==> src/mdom_defs.svh <==
// mainboard slow-control constants
// widths, counts, serial timing and firmware version
`ifndef MDOM_DEFS_SVH
`define MDOM_DEFS_SVH

// firmware version word
`define MDOM_FW_VNUM 32'h0000_0004

// register bus geometry
`define MDOM_AXI_ADDR_W 8
`define MDOM_AXI_DATA_W 32

// serial frame lengths, adc3424 and ad5668
`define MDOM_ADC_SPI_BITS 24
`define MDOM_DAC_SPI_BITS 32
`define MDOM_SPI_MAX_BITS 32

// chip select counts
`define MDOM_N_ADC 6
`define MDOM_N_DAC_SYNC 9

// lclk cycles per half sclk period
`define MDOM_SPI_HALF 4

`define MDOM_LTC_W 48
`define MDOM_LED_STEP 16
`define MDOM_N_LED 3

`endif

==> src/mdom_reg_pkg.sv <==
// register map of the slow-control bank
// byte addresses and bus response codes
package mdom_reg_pkg;

  // byte addresses, word aligned
  typedef enum logic [7:0] {
    VERSION   = 8'h00,
    ADC_RESET = 8'h04,
    // adc serial task registers
    ADC_SEL   = 8'h08,
    ADC_WDATA = 8'h0C,
    ADC_TASK  = 8'h10,
    ADC_RDATA = 8'h14,
    // dac serial task registers
    DAC_SEL   = 8'h18,
    DAC_WDATA = 8'h1C,
    DAC_TASK  = 8'h20,
    DAC_RDATA = 8'h24,
    // local time counter, read lo first
    LTC_LO    = 8'h28,
    LTC_HI    = 8'h2C
  } reg_addr_e;

  // bresp / rresp encodings
  typedef enum logic [1:0] {
    RESP_OKAY   = 2'b00,
    RESP_SLVERR = 2'b10
  } axi_resp_e;

endpackage

==> src/mdom_serial_pkg.sv <==
// serial engine types
// frame FSM states and chip target index
package mdom_serial_pkg;

  // frame sequence
  typedef enum logic [1:0] {
    S_IDLE,
    S_SETUP,
    S_SHIFT,
    S_DONE
  } spi_state_e;

  // target chip, 0..8 covers all dac syncs
  typedef logic [3:0] spi_tgt_t;

endpackage

==> src/serial_ctrl_if.sv <==
// task link between register bank and one serial engine
// req held until the one-cycle ack at frame end
`timescale 1ns/1ps
`include "mdom_defs.svh"

interface serial_ctrl_if;
  import mdom_serial_pkg::*;

  logic req;
  logic ack;
  spi_tgt_t target;
  logic [`MDOM_SPI_MAX_BITS-1:0] wr_data;
  logic [`MDOM_SPI_MAX_BITS-1:0] rd_data;

  // register bank side
  modport ctrl (output req, output target, output wr_data, input ack, input rd_data);

  // frame engine side
  modport engine (input req, input target, input wr_data, output ack, output rd_data);

endinterface

==> src/ltc_counter.sv <==
// 48-bit local time counter
// high word frozen on a low-word read so two reads form one value
`timescale 1ns/1ps
`include "mdom_defs.svh"

module ltc_counter (
  input  logic                   lclk,
  input  logic                   lclk_rst,
  input  logic                   i_snap,
  output logic [`MDOM_LTC_W-1:0] o_ltc,
  output logic [15:0]            o_ltc_hi_snap
);

  always_ff @(posedge lclk) begin
    if (lclk_rst) begin
      o_ltc <= '0;
      o_ltc_hi_snap <= '0;
    end else begin
      o_ltc <= o_ltc + 1'b1;
      // same edge as the lo word capture
      if (i_snap) begin
        o_ltc_hi_snap <= o_ltc[`MDOM_LTC_W-1 -: 16];
      end
    end
  end

endmodule

==> src/led_sweep.sv <==
// three-LED sweep pattern
// one lit LED bouncing end to end every MDOM_LED_STEP cycles
`timescale 1ns/1ps
`include "mdom_defs.svh"

module led_sweep (
  input  logic                   lclk,
  input  logic                   lclk_rst,
  output logic [`MDOM_N_LED-1:0] o_led
);

  localparam int L_STEP = `MDOM_LED_STEP;
  localparam int L_DW = $clog2(L_STEP);

  logic [L_DW-1:0] div_cnt;
  logic step;
  logic dir_down;

  assign step = (div_cnt == L_DW'(L_STEP - 1));

  always_ff @(posedge lclk) begin
    if (lclk_rst) begin
      div_cnt <= '0;
      dir_down <= 1'b0;
      o_led <= `MDOM_N_LED'(1);
    end else begin
      div_cnt <= step ? '0 : div_cnt + 1'b1;
      if (step) begin
        // turn around at either end
        if (!dir_down && o_led[`MDOM_N_LED-1]) begin
          dir_down <= 1'b1;
          o_led <= o_led >> 1;
        end else if (dir_down && o_led[0]) begin
          dir_down <= 1'b0;
          o_led <= o_led << 1;
        end else begin
          o_led <= dir_down ? (o_led >> 1) : (o_led << 1);
        end
      end
    end
  end

  a_led_onehot: assert property (@(posedge lclk) disable iff (lclk_rst)
    $onehot(o_led));

endmodule

==> src/spi_master.sv <==
// serial frame engine, MSB first, one shift register
// setup, P_BITS bits at 2*MDOM_SPI_HALF lclk each, one done cycle
// sample mid-bit, the first sclk edge away from the P_CPOL idle level
`timescale 1ns/1ps
`include "mdom_defs.svh"

module spi_master #(
  parameter int P_BITS = 24,
  parameter int P_N_CS = 6,
  parameter bit P_CPOL = 1'b0
) (
  input  logic              lclk,
  input  logic              lclk_rst,
  serial_ctrl_if.engine     ser,
  input  logic              i_miso,
  output logic              o_sclk,
  output logic              o_mosi,
  output logic [P_N_CS-1:0] o_cs_n
);
  import mdom_serial_pkg::*;

  localparam int L_HALF = `MDOM_SPI_HALF;
  localparam int L_PER = 2 * L_HALF;
  localparam int L_HW = $clog2(L_PER);
  localparam int L_BW = $clog2(P_BITS);

  spi_state_e state;
  logic [L_HW-1:0] half_cnt;
  logic [L_BW-1:0] bit_cnt;
  logic [P_BITS-1:0] sreg;
  logic rx_bit;
  logic frame_on;
  logic mid_bit;
  logic bit_end;

  assign mid_bit = (state == S_SHIFT) && (half_cnt == L_HW'(L_HALF - 1));
  assign bit_end = (state == S_SHIFT) && (half_cnt == L_HW'(L_PER - 1));

  always_ff @(posedge lclk) begin
    if (lclk_rst) begin
      state <= S_IDLE;
      half_cnt <= '0;
      bit_cnt <= '0;
      o_sclk <= P_CPOL;
    end else begin
      case (state)
        S_IDLE: begin
          // first req cycle already counts as setup
          half_cnt <= ser.req ? L_HW'(1) : '0;
          bit_cnt <= '0;
          if (ser.req) begin
            state <= S_SETUP;
          end
        end
        S_SETUP: begin
          if (half_cnt == L_HW'(L_HALF - 1)) begin
            half_cnt <= '0;
            state <= S_SHIFT;
          end else begin
            half_cnt <= half_cnt + 1'b1;
          end
        end
        S_SHIFT: begin
          if (mid_bit) begin
            o_sclk <= ~P_CPOL;
          end
          if (bit_end) begin
            // back to idle level, next bit starts
            o_sclk <= P_CPOL;
            half_cnt <= '0;
            bit_cnt <= bit_cnt + 1'b1;
            if (bit_cnt == L_BW'(P_BITS - 1)) begin
              state <= S_DONE;
            end
          end else begin
            half_cnt <= half_cnt + 1'b1;
          end
        end
        default: state <= S_IDLE;
      endcase
    end
  end

  // load on request, shift in the sampled bit at each bit boundary
  always_ff @(posedge lclk) begin
    if (state == S_IDLE && ser.req) begin
      sreg <= ser.wr_data[P_BITS-1:0];
    end else if (bit_end) begin
      sreg <= {sreg[P_BITS-2:0], rx_bit};
    end
    if (mid_bit) begin
      rx_bit <= i_miso;
    end
  end

  assign o_mosi = ((state == S_SETUP) || (state == S_SHIFT)) && sreg[P_BITS-1];
  assign ser.ack = (state == S_DONE);
  assign ser.rd_data = `MDOM_SPI_MAX_BITS'(sreg);

  // select released in the done cycle
  assign frame_on = (state == S_SETUP) || (state == S_SHIFT) ||
                    ((state == S_IDLE) && ser.req);

  // one-of-n active-low decode of target
  always_comb begin
    o_cs_n = '1;
    for (int i = 0; i < P_N_CS; i++) begin
      if (frame_on && (ser.target == spi_tgt_t'(i))) begin
        o_cs_n[i] = 1'b0;
      end
    end
  end

  a_one_cs: assert property (@(posedge lclk) disable iff (lclk_rst)
    $onehot0(~o_cs_n));

endmodule

==> src/mdom_ctrl_regs.sv <==
// slow-control register bank, AXI4-Lite slave
// holds adc/dac task registers, adc reset, version and time readout
// illegal writes answer SLVERR and leave state untouched
`timescale 1ns/1ps
`include "mdom_defs.svh"

module mdom_ctrl_regs (
  input  logic                        lclk,
  input  logic                        lclk_rst,
  input  logic [`MDOM_AXI_ADDR_W-1:0] i_awaddr,
  input  logic                        i_awvalid,
  output logic                        o_awready,
  input  logic [`MDOM_AXI_DATA_W-1:0] i_wdata,
  input  logic                        i_wvalid,
  output logic                        o_wready,
  output logic [1:0]                  o_bresp,
  output logic                        o_bvalid,
  input  logic                        i_bready,
  input  logic [`MDOM_AXI_ADDR_W-1:0] i_araddr,
  input  logic                        i_arvalid,
  output logic                        o_arready,
  output logic [`MDOM_AXI_DATA_W-1:0] o_rdata,
  output logic [1:0]                  o_rresp,
  output logic                        o_rvalid,
  input  logic                        i_rready,
  output logic                        o_adc_reset,
  output logic                        o_ltc_snap,
  input  logic [`MDOM_LTC_W-1:0]      i_ltc,
  input  logic [15:0]                 i_ltc_hi_snap,
  serial_ctrl_if.ctrl                 adc_ser,
  serial_ctrl_if.ctrl                 dac_ser
);
  import mdom_reg_pkg::*;
  import mdom_serial_pkg::*;

  localparam int L_DW = `MDOM_AXI_DATA_W;

  logic aw_go;
  logic ar_go;
  logic wr_err;
  logic adc_start;
  logic dac_start;
  axi_resp_e rd_resp;
  logic [L_DW-1:0] rd_mux;
  spi_tgt_t adc_sel;
  spi_tgt_t dac_sel;
  logic [L_DW-1:0] adc_wdata;
  logic [L_DW-1:0] dac_wdata;
  logic [7:0] adc_rdata;
  logic [L_DW-1:0] dac_rdata;

  // write handshake, addr and data taken together
  assign aw_go = o_awready && i_awvalid && i_wvalid;
  assign o_wready = o_awready;

  // one read in flight
  assign o_arready = !o_rvalid;
  assign ar_go = i_arvalid && o_arready;

  // high word of the counter is frozen on a lo read
  assign o_ltc_snap = ar_go && (i_araddr == LTC_LO);

  // write decode and legality
  always_comb begin
    wr_err = 1'b0;
    adc_start = 1'b0;
    dac_start = 1'b0;
    case (reg_addr_e'(i_awaddr))
      VERSION, ADC_RESET, ADC_WDATA, ADC_RDATA: wr_err = 1'b0;
      DAC_WDATA, DAC_RDATA, LTC_LO, LTC_HI: wr_err = 1'b0;
      ADC_SEL: wr_err = (i_wdata >= `MDOM_N_ADC);
      DAC_SEL: wr_err = (i_wdata >= `MDOM_N_DAC_SYNC);
      ADC_TASK: begin
        // engine busy until ack clears req
        wr_err = adc_ser.req;
        adc_start = aw_go && !adc_ser.req && i_wdata[0];
      end
      DAC_TASK: begin
        wr_err = dac_ser.req;
        dac_start = aw_go && !dac_ser.req && i_wdata[0];
      end
      default: wr_err = 1'b1;
    endcase
  end

  // read mux, unmapped reads give zero
  always_comb begin
    rd_resp = RESP_OKAY;
    rd_mux = '0;
    case (reg_addr_e'(i_araddr))
      VERSION:   rd_mux = `MDOM_FW_VNUM;
      ADC_RESET: rd_mux = L_DW'(o_adc_reset);
      ADC_SEL:   rd_mux = L_DW'(adc_sel);
      ADC_WDATA: rd_mux = adc_wdata;
      // task reg reads back busy
      ADC_TASK:  rd_mux = L_DW'(adc_ser.req);
      ADC_RDATA: rd_mux = L_DW'(adc_rdata);
      DAC_SEL:   rd_mux = L_DW'(dac_sel);
      DAC_WDATA: rd_mux = dac_wdata;
      DAC_TASK:  rd_mux = L_DW'(dac_ser.req);
      DAC_RDATA: rd_mux = dac_rdata;
      LTC_LO:    rd_mux = i_ltc[31:0];
      LTC_HI:    rd_mux = L_DW'(i_ltc_hi_snap);
      default:   rd_resp = RESP_SLVERR;
    endcase
  end

  // bus handshakes, control registers, task requests
  always_ff @(posedge lclk) begin
    if (lclk_rst) begin
      o_awready <= 1'b0;
      o_bvalid <= 1'b0;
      o_bresp <= RESP_OKAY;
      o_rvalid <= 1'b0;
      o_rresp <= RESP_OKAY;
      o_adc_reset <= 1'b0;
      adc_sel <= '0;
      dac_sel <= '0;
      adc_ser.req <= 1'b0;
      dac_ser.req <= 1'b0;
    end else begin
      // ready pulses one cycle, held off while a response waits
      o_awready <= i_awvalid && i_wvalid && !o_awready && !o_bvalid;
      if (aw_go) begin
        o_bvalid <= 1'b1;
        o_bresp <= wr_err ? RESP_SLVERR : RESP_OKAY;
      end else if (i_bready) begin
        o_bvalid <= 1'b0;
      end
      if (ar_go) begin
        o_rvalid <= 1'b1;
        o_rresp <= rd_resp;
      end else if (i_rready) begin
        o_rvalid <= 1'b0;
      end
      if (aw_go && !wr_err) begin
        case (reg_addr_e'(i_awaddr))
          ADC_RESET: o_adc_reset <= i_wdata[0];
          ADC_SEL:   adc_sel <= spi_tgt_t'(i_wdata);
          DAC_SEL:   dac_sel <= spi_tgt_t'(i_wdata);
          default:   o_adc_reset <= o_adc_reset;
        endcase
      end
      if (adc_start) begin
        adc_ser.req <= 1'b1;
      end else if (adc_ser.ack) begin
        adc_ser.req <= 1'b0;
      end
      if (dac_start) begin
        dac_ser.req <= 1'b1;
      end else if (dac_ser.ack) begin
        dac_ser.req <= 1'b0;
      end
    end
  end

  // data words, frame targets and readback
  always_ff @(posedge lclk) begin
    if (ar_go) begin
      o_rdata <= rd_mux;
    end
    if (aw_go && (i_awaddr == ADC_WDATA)) begin
      adc_wdata <= i_wdata;
    end
    if (aw_go && (i_awaddr == DAC_WDATA)) begin
      dac_wdata <= i_wdata;
    end
    // frozen for the whole frame
    if (adc_start) begin
      adc_ser.target <= adc_sel;
      adc_ser.wr_data <= adc_wdata;
    end
    if (dac_start) begin
      dac_ser.target <= dac_sel;
      dac_ser.wr_data <= dac_wdata;
    end
    // adc returns its register byte last
    if (adc_ser.ack) begin
      adc_rdata <= adc_ser.rd_data[7:0];
    end
    if (dac_ser.ack) begin
      dac_rdata <= dac_ser.rd_data;
    end
  end

  a_bvalid_hold: assert property (@(posedge lclk) disable iff (lclk_rst)
    o_bvalid && !i_bready |=> o_bvalid);

  // a new task never starts on the ack of the last one
  a_adc_req_ack: assert property (@(posedge lclk) disable iff (lclk_rst)
    $rose(adc_ser.req) |-> !adc_ser.ack);
  a_dac_req_ack: assert property (@(posedge lclk) disable iff (lclk_rst)
    $rose(dac_ser.req) |-> !dac_ser.ack);

endmodule

==> src/mdom_top.sv <==
// mainboard slow-control top level
// AXI4-Lite register bank, adc and dac serial engines, time counter, LEDs
`timescale 1ns/1ps
`include "mdom_defs.svh"

module mdom_top (
  input  logic                        i_lclk,
  input  logic                        i_lclk_rst,
  // register bus
  input  logic [`MDOM_AXI_ADDR_W-1:0] i_awaddr,
  input  logic                        i_awvalid,
  output logic                        o_awready,
  input  logic [`MDOM_AXI_DATA_W-1:0] i_wdata,
  input  logic                        i_wvalid,
  output logic                        o_wready,
  output logic [1:0]                  o_bresp,
  output logic                        o_bvalid,
  input  logic                        i_bready,
  input  logic [`MDOM_AXI_ADDR_W-1:0] i_araddr,
  input  logic                        i_arvalid,
  output logic                        o_arready,
  output logic [`MDOM_AXI_DATA_W-1:0] o_rdata,
  output logic [1:0]                  o_rresp,
  output logic                        o_rvalid,
  input  logic                        i_rready,
  // adc serial bus, shared by all six chips
  output logic                        o_adc_reset,
  output logic                        o_adc_sclk,
  output logic                        o_adc_sdata,
  output logic [`MDOM_N_ADC-1:0]      o_adc_sen_n,
  input  logic                        i_adc_sdout,
  // dac serial bus
  output logic                        o_dac_sclk,
  output logic                        o_dac_din,
  output logic [`MDOM_N_DAC_SYNC-1:0] o_dac_sync_n,
  input  logic                        i_dac_sdo,
  output logic [`MDOM_N_LED-1:0]      o_led
);

  wire lclk = i_lclk;
  wire lclk_rst = i_lclk_rst;

  wire ltc_snap;
  wire [`MDOM_LTC_W-1:0] ltc;
  wire [15:0] ltc_hi_snap;

  serial_ctrl_if adc_ser ();
  serial_ctrl_if dac_ser ();

  mdom_ctrl_regs CTRL_REGS (
    .lclk          (lclk),
    .lclk_rst      (lclk_rst),
    .i_awaddr      (i_awaddr),
    .i_awvalid     (i_awvalid),
    .o_awready     (o_awready),
    .i_wdata       (i_wdata),
    .i_wvalid      (i_wvalid),
    .o_wready      (o_wready),
    .o_bresp       (o_bresp),
    .o_bvalid      (o_bvalid),
    .i_bready      (i_bready),
    .i_araddr      (i_araddr),
    .i_arvalid     (i_arvalid),
    .o_arready     (o_arready),
    .o_rdata       (o_rdata),
    .o_rresp       (o_rresp),
    .o_rvalid      (o_rvalid),
    .i_rready      (i_rready),
    .o_adc_reset   (o_adc_reset),
    .o_ltc_snap    (ltc_snap),
    .i_ltc         (ltc),
    .i_ltc_hi_snap (ltc_hi_snap),
    .adc_ser       (adc_ser.ctrl),
    .dac_ser       (dac_ser.ctrl)
  );

  // adc3424, sclk idle low
  spi_master #(
    .P_BITS (`MDOM_ADC_SPI_BITS),
    .P_N_CS (`MDOM_N_ADC),
    .P_CPOL (1'b0)
  ) ADC_SPI (
    .lclk     (lclk),
    .lclk_rst (lclk_rst),
    .ser      (adc_ser.engine),
    .i_miso   (i_adc_sdout),
    .o_sclk   (o_adc_sclk),
    .o_mosi   (o_adc_sdata),
    .o_cs_n   (o_adc_sen_n)
  );

  // ad5668, sclk idle high
  spi_master #(
    .P_BITS (`MDOM_DAC_SPI_BITS),
    .P_N_CS (`MDOM_N_DAC_SYNC),
    .P_CPOL (1'b1)
  ) DAC_SPI (
    .lclk     (lclk),
    .lclk_rst (lclk_rst),
    .ser      (dac_ser.engine),
    .i_miso   (i_dac_sdo),
    .o_sclk   (o_dac_sclk),
    .o_mosi   (o_dac_din),
    .o_cs_n   (o_dac_sync_n)
  );

  ltc_counter LTC_0 (
    .lclk          (lclk),
    .lclk_rst      (lclk_rst),
    .i_snap        (ltc_snap),
    .o_ltc         (ltc),
    .o_ltc_hi_snap (ltc_hi_snap)
  );

  led_sweep LED_0 (
    .lclk     (lclk),
    .lclk_rst (lclk_rst),
    .o_led    (o_led)
  );

endmodule

==> config.mk <==
export PLATFORM = sky130hd
export DESIGN_NAME = mdom_top
export DESIGN_NICKNAME = d
export VERILOG_FILES = /design/src/mdom_reg_pkg.sv /design/src/mdom_serial_pkg.sv /design/src/serial_ctrl_if.sv /design/src/ltc_counter.sv /design/src/led_sweep.sv /design/src/spi_master.sv /design/src/mdom_ctrl_regs.sv /design/src/mdom_top.sv
export VERILOG_INCLUDE_DIRS = /design/src /design/src/src
export SDC_FILE = /design/constraint.sdc
export NUM_CORES = 1
export LEC_CHECK = 0
export ABC_CLOCK_PERIOD_IN_PS = 7200
export BUFFER_PORTS_ARGS = -buffer_cell sky130_fd_sc_hd__clkbuf_2
export CORE_UTILIZATION = 44
export CTS_CLUSTER_SIZE = 14
export DETAILED_ROUTE_END_ITERATION = 10
export GPL_TIMING_DRIVEN = 1
export PLACE_DENSITY = 0.67
export SYNTH_ARGS = -nofsm -noshare
export SYNTH_HDL_FRONTEND = slang
export SYNTH_SLANG_ARGS = --single-unit
==> constraint.sdc <==
create_clock -name i_lclk -period 7.2 [get_ports i_lclk]
set_input_delay 1.08 -clock i_lclk [delete_from_list [all_inputs] [get_ports i_lclk]]
set_output_delay 1.08 -clock i_lclk [all_outputs]
set_load 0.03 [all_outputs]
=== Yosys cells after proc, flatten, opt, wreduce, memory -nomap -nowiden ===
Cells that the tools add are included.

* Bits in registers: 370
* Input bits: 57
* Logic and storage cells: 246

* Add/subtract/negate cells: 6
* Order comparisons: 2
* Eq/ne operators: 56
* Multiplexer cells: 64
* Reductions and logical operators: 82

{| class="wikitable"
|+ Operators with widths
! operator !! count
|-
| one-hot mux 32 bit (12 select lines) || 1
|-
| == test 8 x 5 -> 1 bit (second input constant) || 8
|-
| == test 8 x 6 -> 1 bit (second input constant) || 8
|-
| two-way mux 32 bit || 2
|-
| adder 48 x 1 -> 48 bit (second input constant) || 1
|-
| two-way mux 24 bit || 2
|-
| logical AND 1 bit || 39
|-
| two-way mux 1 bit || 33
|-
| == test 8 x 4 -> 1 bit (second input constant) || 4
|-
| >= comparator 32 x 3 -> 1 bit (second input constant) || 1
|-
| >= comparator 32 x 4 -> 1 bit (second input constant) || 1
|-
| == test 4 x 3 -> 1 bit (second input constant) || 6
|-
| nonzero test 2 bit || 11
|-
| two-way mux 3 bit || 7
|-
| two-way mux 2 bit || 10
|-
| one-hot mux 5 bit (2 select lines) || 2
|-
| one-hot mux 3 bit (3 select lines) || 2
|-
| == test 4 x 2 -> 1 bit (second input constant) || 4
|-
| == test 8 x 3 -> 1 bit (second input constant) || 2
|-
| logical NOT 8 bit || 2
|-
| AND reduction 2 bit || 8
|-
| one-hot mux 2 bit (3 select lines) || 2
|-
| OR reduction 12 bit || 1
|-
| adder 5 x 1 -> 5 bit (second input constant) || 2
|-
| 21 further kinds || 51
|}

=== Longest topological paths before layout ===
Gate-level depths: netlist of the first run.

* Depth in word-level cells: 6
* Gate-level depth with buffers: 8
* Mapped depth without buffers: 7

=== Hierarchy ===
A second synthesis of the first run with hierarchy kept.

* Cells, all modules: 1,119
* Area total of the unflattened synthesis: 15,422.3 µm²

{| class="wikitable"
|+ Modules (own cells, without submodules)
! module !! instances !! cells an instance !! area each (µm²) !! sequential area each (µm²)
|-
| mdom_ctrl_regs || 1 || 459 || 8,182.8 || 6,566.3
|-
| ltc_counter || 1 || 310 || 2,912.8 || 1,281.2
|-
| spi_master at DAC_SPI || 1 || 164 || 2,154.6 || 1,211.2
|-
| spi_master at ADC_SPI || 1 || 148 || 1,833.0 || 970.9
|-
| led_sweep || 1 || 38 || 339.1 || 160.2
|}

=== Worst setup path after synthesis of the first run ===
No wires, ideal clock.

* Kind: input to register
* From: input i_wvalid
* To: register CTRL_REGS.dac_ser.target[0], enable pin
* Library setup time: 0.523 ns
* Arrival: 4.993 ns
* Required time: 6.677 ns
* Setup slack: 1.684 ns
* Stages on the path: 3
* Path through: and3_1 > nand3_1 > nor4_1

* Cells in the longest elaborated chain, start to end: 4

{| class="wikitable"
|+ RTL lines
! what !! line !! source
|-
| start, declared || mdom_top.sv:14 || <nowiki>input logic i_wvalid,</nowiki>
|-
| logical AND 1 bit || mdom_ctrl_regs.sv:53 || <nowiki>assign aw_go = o_awready && i_awvalid && i_wvalid;</nowiki>
|-
| logical AND 1 bit (2 in a row) || mdom_ctrl_regs.sv:80 || <nowiki>dac_start = aw_go && !dac_ser.req && i_wdata[0];</nowiki>
|-
| two-way mux 1 bit || mdom_ctrl_regs.sv:68 || <nowiki>case (reg_addr_e'(i_awaddr))</nowiki>
|-
| net CTRL_REGS.dac_start || mdom_ctrl_regs.sv:42 || <nowiki>logic dac_start;</nowiki>
|-
| end, declared || serial_ctrl_if.sv:16 || <nowiki>modport ctrl (output req, output target, output wr_data, input ack, input rd_data);</nowiki>
|}

The timed path passes the listed nets, and every way through them passes these cells.
A chain may end at the register's enable or synchronous reset.

=== Worst setup path after layout of the first run ===
* From: register ADC_SPI.state[0]
* To: output o_adc_sen_n[4]

* Cells in the longest elaborated chain, start to end: 5
* Elaborated cells between the ends (all ways): 8

{| class="wikitable"
|+ RTL lines
! what !! line !! source
|-
| start, declared || spi_master.sv:27 || <nowiki>spi_state_e state;</nowiki>
|-
| start signal, assigned || spi_master.sv:41 || <nowiki>state <= S_IDLE;</nowiki>
|-
| start signal, assigned || spi_master.sv:52 || <nowiki>state <= S_SETUP;</nowiki>
|-
| start signal, assigned || spi_master.sv:58 || <nowiki>state <= S_SHIFT;</nowiki>
|-
| == test 2 x 1 -> 1 bit (tied with other cells) || spi_master.sv:101 || <nowiki>assign frame_on = (state == S_SETUP) || (state == S_SHIFT) ||</nowiki>
|-
| logical OR 1 bit or logical AND 1 bit (tied branches) || spi_master.sv:101, spi_master.sv:102 ||
|-
| logical OR 1 bit (*) || spi_master.sv:101 ||
|-
| logical AND 1 bit (*) || spi_master.sv:108 || <nowiki>if (frame_on && (ser.target == spi_tgt_t'(i))) begin</nowiki>
|-
| two-way mux 1 bit (*) || spi_master.sv:108 ||
|-
| end, declared || mdom_top.sv:30 || <nowiki>output logic [`MDOM_N_ADC-1:0] o_adc_sen_n,</nowiki>
|}

Mark *: on every way between the ends. The rest lies on a longest branch, timed or not.

==> metrics.cfg, run 1 <==
[outcome]
outcome = completed

[setup_path]
reg2reg_from = ADC_SPI.state[0]
path_class = flop to output port
regToRegEndpoint = ADC_SPI.sreg[16]
start_kind = flop
crit_path_end_kind = output port
regToRegSetupSlack_ns = 4.06
crit_fanout = 27
arrival_ns = 2.86
worstRegToRegCells = 4
required_ns = 6.12
endpoint = o_adc_sen_n[4]
crit_start = ADC_SPI.state[0]

[cts]
cts_buffer_depth = 3
clkSinkCount = 368
h-tree-depth = 2
post_cts_buffers = 0
cts_resized = 0
cts_hold_buffers = 0
clk_pin_slew_worst_paths_ns = 0.06
numCtsBuffers = 38
root_buffer = clkbuf_16
clk_latency_ns = 0.53
cts_tree = yes

[synth]
synthMuxAreaShare_pct = 5.25
synth_top_area_share_pct = 52.1
syn_area_um2 = 14900
ys_ff_latch = 368
synthArstFlopShare_pct = 0
synth_top_family_by_area = simple AND/OR/NAND/NOR gates
synth.area.top_cells = edfxtp_1 52%, dfxtp_1 15%, mux2_2 4.2%
synth_warnings = 0
synthCells = 1138
synth.yosys.seq_area_share_pct = 66.9
synth_top_cell_by_area = edfxtp_1
synth_fa_ha_area_share_pct = 1.94
synthTopCellsByCount = 258 x edfxtp_1, 117 x nand2_1, 110 x dfxtp_1
syn_avg_cell_area_um2 = 13.1
synth_compound_area_share_pct = 8.28
synth_xor_area_share_pct = 1.71
synth_ff_type = edfxtp_1
synth_most_common_cell = edfxtp_1
synth-simple-area-share_pct = 13.8
synth_edf_count = 258
ys_types = 68

[die]
pin_count = 121
die_w_um = 186
die_h_um = 186
fp-row-count = 66
core_um2 = 32900
initial_core_util_pct = 45.2
dieArea_um2 = 34500

[routing]
drt-total-wl_um = 33400
drc_errors = 0
vias = 9638
vias_per_cell = 5.56
dr.first_iter.drc_count = 943
wl_per_cell_um = 19.3
postRouteAntennaNets = 0
detail_route.first_pass.iterations = 6

[sta]
rsz0062_at_grt = false
max_freq_mhz = 253
finalClockSkew_ns = 0.0175
fin_crit_sh_pct = 54.8
tightest_slew_ns = 1.21
layout_min_cycle_time_ns = 3.94
relSlewSlack_pct = 19.0
hold_viol_final = 0
drv_slew = 0
setup_tns_ns = 0
setup_violations = 0

[place]
globalplace.congestion = 0.832
placedCellCount = 1664
placed_area_um2 = 15900
dp_hpwl_um = 22800
portBuffers = 118

[finish]
diodes = 0
final_layout_size_suffix_gt1_share_pct = 20.9
area_delta_synth_final_pct = 15.6
nNetsFinal = 1342
final_cells = 1734
fin_area_um2 = 17200

[pwr]
ir_worst_vdd_mv = 0.131
leakage_nw = 6.01
power.density_nw_per_um2 = 259

[job]
maxCapViolCount = 0

[grt]
grt_max_degree = 101
grt_pass1_wl_um = 51500
grt_usage_pct = 19.6
grt-ovfl-total = 0
antenna_found_initial = 0
grt_pass1_vias = 9157

[min_path]
hold_class = flop to flop

[sequential cells by signal (all words and copies together) (netlist names), 3 cells and up]
signal / cells
CTRL_REGS.adc_wdata: 32
ADC_SPI.sreg: 24
CTRL_REGS.o_rdata: 32
ADC_SPI.half_cnt: 3
CTRL_REGS.dac_sel: 4
LTC_0.o_ltc: 48
CTRL_REGS.adc_ser.wr_data: 24
DAC_SPI.half_cnt: 3
LED_0.o_led: 3
LTC_0.o_ltc_hi_snap: 16
CTRL_REGS.adc_sel: 4
CTRL_REGS.dac_ser.target: 4
CTRL_REGS.dac_rdata: 32
CTRL_REGS.dac_wdata: 32
LED_0.div_cnt: 4
CTRL_REGS.adc_ser.target: 4
ADC_SPI.bit_cnt: 5
CTRL_REGS.adc_rdata: 8
DAC_SPI.ser.rd_data: 32
DAC_SPI.bit_cnt: 5
CTRL_REGS.dac_ser.wr_data: 32
[critical path: stages (launching register included)]
cell and delay [ns]:
dfxtp_1 0.41, inv_1 0.09, ha_1 0.25, nand2_1 0.89
a21oi_1 0.30, nand4bb_1 0.18, clkbuf_2 0.22
[layout by cell type (no fill, tap or decap), types with 7 or more instances in the layout]
cell type,synthesis,routed
a21oi_1,54,54
a222oi_1,21,21
a22oi_1,34,34
and2_1,12,12
and3_1,10,10
and4_1,7,7
buf_4,5,13
clkbuf_16,0,41
clkbuf_2,0,117
clkinv_1,0,7
dfxtp_1,110,110
edfxtp_1,258,258
ha_1,23,23
inv_1,27,27
mux2_2,56,56
mux2i_1,15,15
nand2_1,117,117
nand2b_1,15,15
nand3_1,28,28
nand4_1,25,25
nor2_1,84,82
nor2b_1,12,9
nor3_1,13,12
nor4_1,13,11
o21ai_0,31,31
or3_1,11,11
or4_1,7,7
xnor2_1,9,9
xor2_1,20,20
[where the power goes]
group          total [mW]  switching (mW)  internal (mW)
combinational       0.208           0.141         0.0672
sequential           2.28          0.0175           2.26
clock                1.95           0.824           1.13
total                4.44           0.983           3.46
[stage by stage]
step	hold slack, ns	power, mW	util (%)	setup WS, ns
after floorplan	0.418	2.46	-	1.68
after global placement	0.427	2.53	48.5	3.61
after detailed placement	0.430	2.54	48.5	3.54
after CTS	0.435	4.48	52.3	3.24
after global routing	0.454	4.58	52.3	2.96
final	0.440	4.44	52.3	3.26
[logic make-up after synthesis]
group,count (synthesis)
XOR/XNOR,29
adder cells (fa/ha/maj),23
AND/OR/NAND/NOR,390
buffers and inverters,74
multiplexers,71
AO/OA/AOI/OAI,182
flip-flops,368
other,1
[final cells by class]
cell class              count  area [um^2]
fillers                  2780        15700
well taps                 442          553
clock buffers              48         1060
multi-input cells         697         4650
flip-flops and latches    368         9950
repair buffers            130          683
clock inverters            22          186
inverters                  27          101
[per-layer routing]
metal  up-vias  global-route usage, %  wire length [um]
met4         0                   7.34              1050
li1       4547                      -                 -
met1      4704                   27.7             14900
met2       323                   30.0             15200
met3        64                   3.64              2350
met5         -                      0                 0
[worst min path at each step]
stage                            startpoint                      end  slack [ns]  cells after the start
detailed placement  DAC_SPI.ser.rd_data[20]  CTRL_REGS.dac_rdata[20]        0.43                      0
CTS                  DAC_SPI.ser.rd_data[6]   CTRL_REGS.dac_rdata[6]        0.44                      0
floorplan           DAC_SPI.ser.rd_data[31]  CTRL_REGS.dac_rdata[31]        0.42                      0
global route        DAC_SPI.ser.rd_data[25]  CTRL_REGS.dac_rdata[25]        0.45                      0
global placement    DAC_SPI.ser.rd_data[22]  CTRL_REGS.dac_rdata[22]        0.43                      0
finish                   CTRL_REGS.o_bvalid      CTRL_REGS.o_awready        0.44                      1
(Power assumes the default switching activity.)
==> run 2, diff against run 1 <==
--- a/config.mk
+++ b/config.mk
@@ -6,7 +6,7 @@
 export SDC_FILE = /design/constraint.sdc
 export NUM_CORES = 1
 export LEC_CHECK = 0
-export ABC_CLOCK_PERIOD_IN_PS = 7200
+export ABC_CLOCK_PERIOD_IN_PS = 3950
 export BUFFER_PORTS_ARGS = -buffer_cell sky130_fd_sc_hd__clkbuf_2
 export CORE_UTILIZATION = 44
 export CTS_CLUSTER_SIZE = 14
==> constraint.sdc (replaced) <==
create_clock -name i_lclk -period 3.95 [get_ports i_lclk]
set_input_delay 0.5925 -clock i_lclk [delete_from_list [all_inputs] [get_ports i_lclk]]
set_output_delay 0.5925 -clock i_lclk [all_outputs]
set_load 0.03 [all_outputs]
==> metrics.cfg, run 2 (synthesized netlist as in run 1, its figures left out) <==
[setup_path]
required_ns = 3.36
worstPathCellList = inv_1 > ha_1 > a21oi_1 > nor3b_1 > nand3_1 > clkbuf_2
arrival_ns = 2.30
crit_start = DAC_SPI.state[0]
start_kind = flop
crit_path_end_kind = output port
path_class = flop to output port
reg2reg_from = ADC_SPI.state[0]
cp_slowest_cell = nor3b_1
cp_top_family = simple AND/OR/NAND/NOR gates
max_stage_delay_ns = 0.45
crit_fanout = 6
crit_buf_inv = 2

[pwr]
ir_worst_vdd_mv = 0.280
power.total_mw = 8.10
leakage_nw = 6.04
power.density_nw_per_um2 = 469

[finish]
post-route-util_pct = 52.5
area_delta_synth_final_pct = 16.1
regMostFlops = LTC_0.o_ltc
final_common_cell = edfxtp_1
largest_register_ffs = 48
final_layout_size_suffix_gt1_share_pct = 21.0
layout_common_cells = 258 x edfxtp_1, 118 x clkbuf_2, 117 x nand2_1
final_cells = 1739
nFillCells = 2840
nNetsFinal = 1347
diodes = 0

[cts]
root_buffer = clkbuf_16
cts_tree = yes
cts_hold_buffers = 0
clkSinkCount = 368
clk_pin_slew_worst_paths_ns = 0.06
post_cts_buffers = 0
numCtsBuffers = 38
h-tree-depth = 2
clk_latency_ns = 0.53
cts_buffer_depth = 3
cts_resized = 0

[grt]
grt_usage_pct = 19.9
grt_pass1_vias = 9252
grt_max_degree = 82
met3_usage_pct = 2.76
gr-max-usage-layer = met2
antenna_found_initial = 0
grt_util_met1_pct = 28.4
grtUsageMet2_pct = 31.0
grt-ovfl-total = 0
grt_pass1_wl_um = 52500

[routing]
detail_route.first_pass.iterations = 8
dr.first_iter.drc_count = 1078
drc_errors = 0
vias = 9745
vias_per_cell = 5.60
drt-total-wl_um = 34000
wl_per_cell_um = 19.6
postRouteAntennaNets = 0

[min_path]
hp-start = i_adc_sdout
hold_class = input port to flop

[place]
globalplace.congestion = 0.856
placedCellCount = 1669
dp_hpwl_um = 23800
portBuffers = 118

[sta]
tightest_slew_ns = 1.05
rsz0062_at_grt = false
finalClockSkew_ns = 0.0288
max_freq_mhz = 346
relSlewSlack_pct = 30.1
timing.hold.ws_ns = 0.239
hold_viol_final = 0
setup_violations = 0
fin_crit_sh_pct = 73.1
drv_slew = 0
setup_tns_ns = 0
layout_min_cycle_time_ns = 2.89

[outcome]
outcome = completed

[die]
core_um2 = 32900
pin_count = 121
fp-row-count = 66
initial_core_util_pct = 45.2
die_w_um = 186
die_h_um = 186
dieArea_um2 = 34500

[job]
maxCapViolCount = 0

-- run 2: changes by cell type in the layout (fill, tap and decap cells not counted), moves of 2 or more --
cell       change
clkinv_1       -2
clkbuf_1       +4
nor4_2         -2
buf_4          +5
clkinv_2       -3
inv_6          -3
clkbuf_16      -2
clkbuf_8       +7
nor4_4         +2
-- run 2: layer usage --
| metal | up-vias | part of all wire, % |
|---|---|---|
| met5 | - | 0 |
| met4 | 0 | 2.9 |
| met3 | 60 | 6.4 |
| met2 | 339 | 46 |
| met1 | 4786 | 45 |
| li1 | 4560 | - |
-- run 2: final timing paths --
path | endpoint | slack, ns | depth (start not counted)
max | o_dac_sync_n[7] | 1.06 | 6
min | ADC_SPI.rx_bit | 0.24 | 1
max reg2reg | ADC_SPI.sreg[10] | 1.49 | 5
min reg2reg | CTRL_REGS.dac_rdata[9] | 0.44 | 0
-- run 2: area by class of cell --
cell class              count  area [um^2]  area share [%]
well taps                 442          553            3.20
flip-flops and latches    368         9950            57.7
inverters                  27          101           0.587
multi-input cells         697         4670            27.1
repair buffers            135          721            4.18
clock buffers              58         1130            6.54
clock inverters            12          131           0.761
-- run 2: per-stage QoR --
stage / setup WS, ns / instance area (um^2)
after global routing: 0.923 / 17300
final: 1.06 / 17300
after floorplan: 0.445 / 14900
after global placement: 1.10 / 16000
after CTS: 1.07 / 17300
after detailed placement: 0.988 / 16000
-- run 2: power by group --
group | leakage, nW | switching [mW] | internal [mW] | total (mW)
Clock | 0.608 | 1.44 | 2.11 | 3.55
Combinational | 2.18 | 0.262 | 0.123 | 0.386
Sequential | 3.25 | 0.0308 | 4.13 | 4.16
Total | 6.04 | 1.74 | 6.36 | 8.10
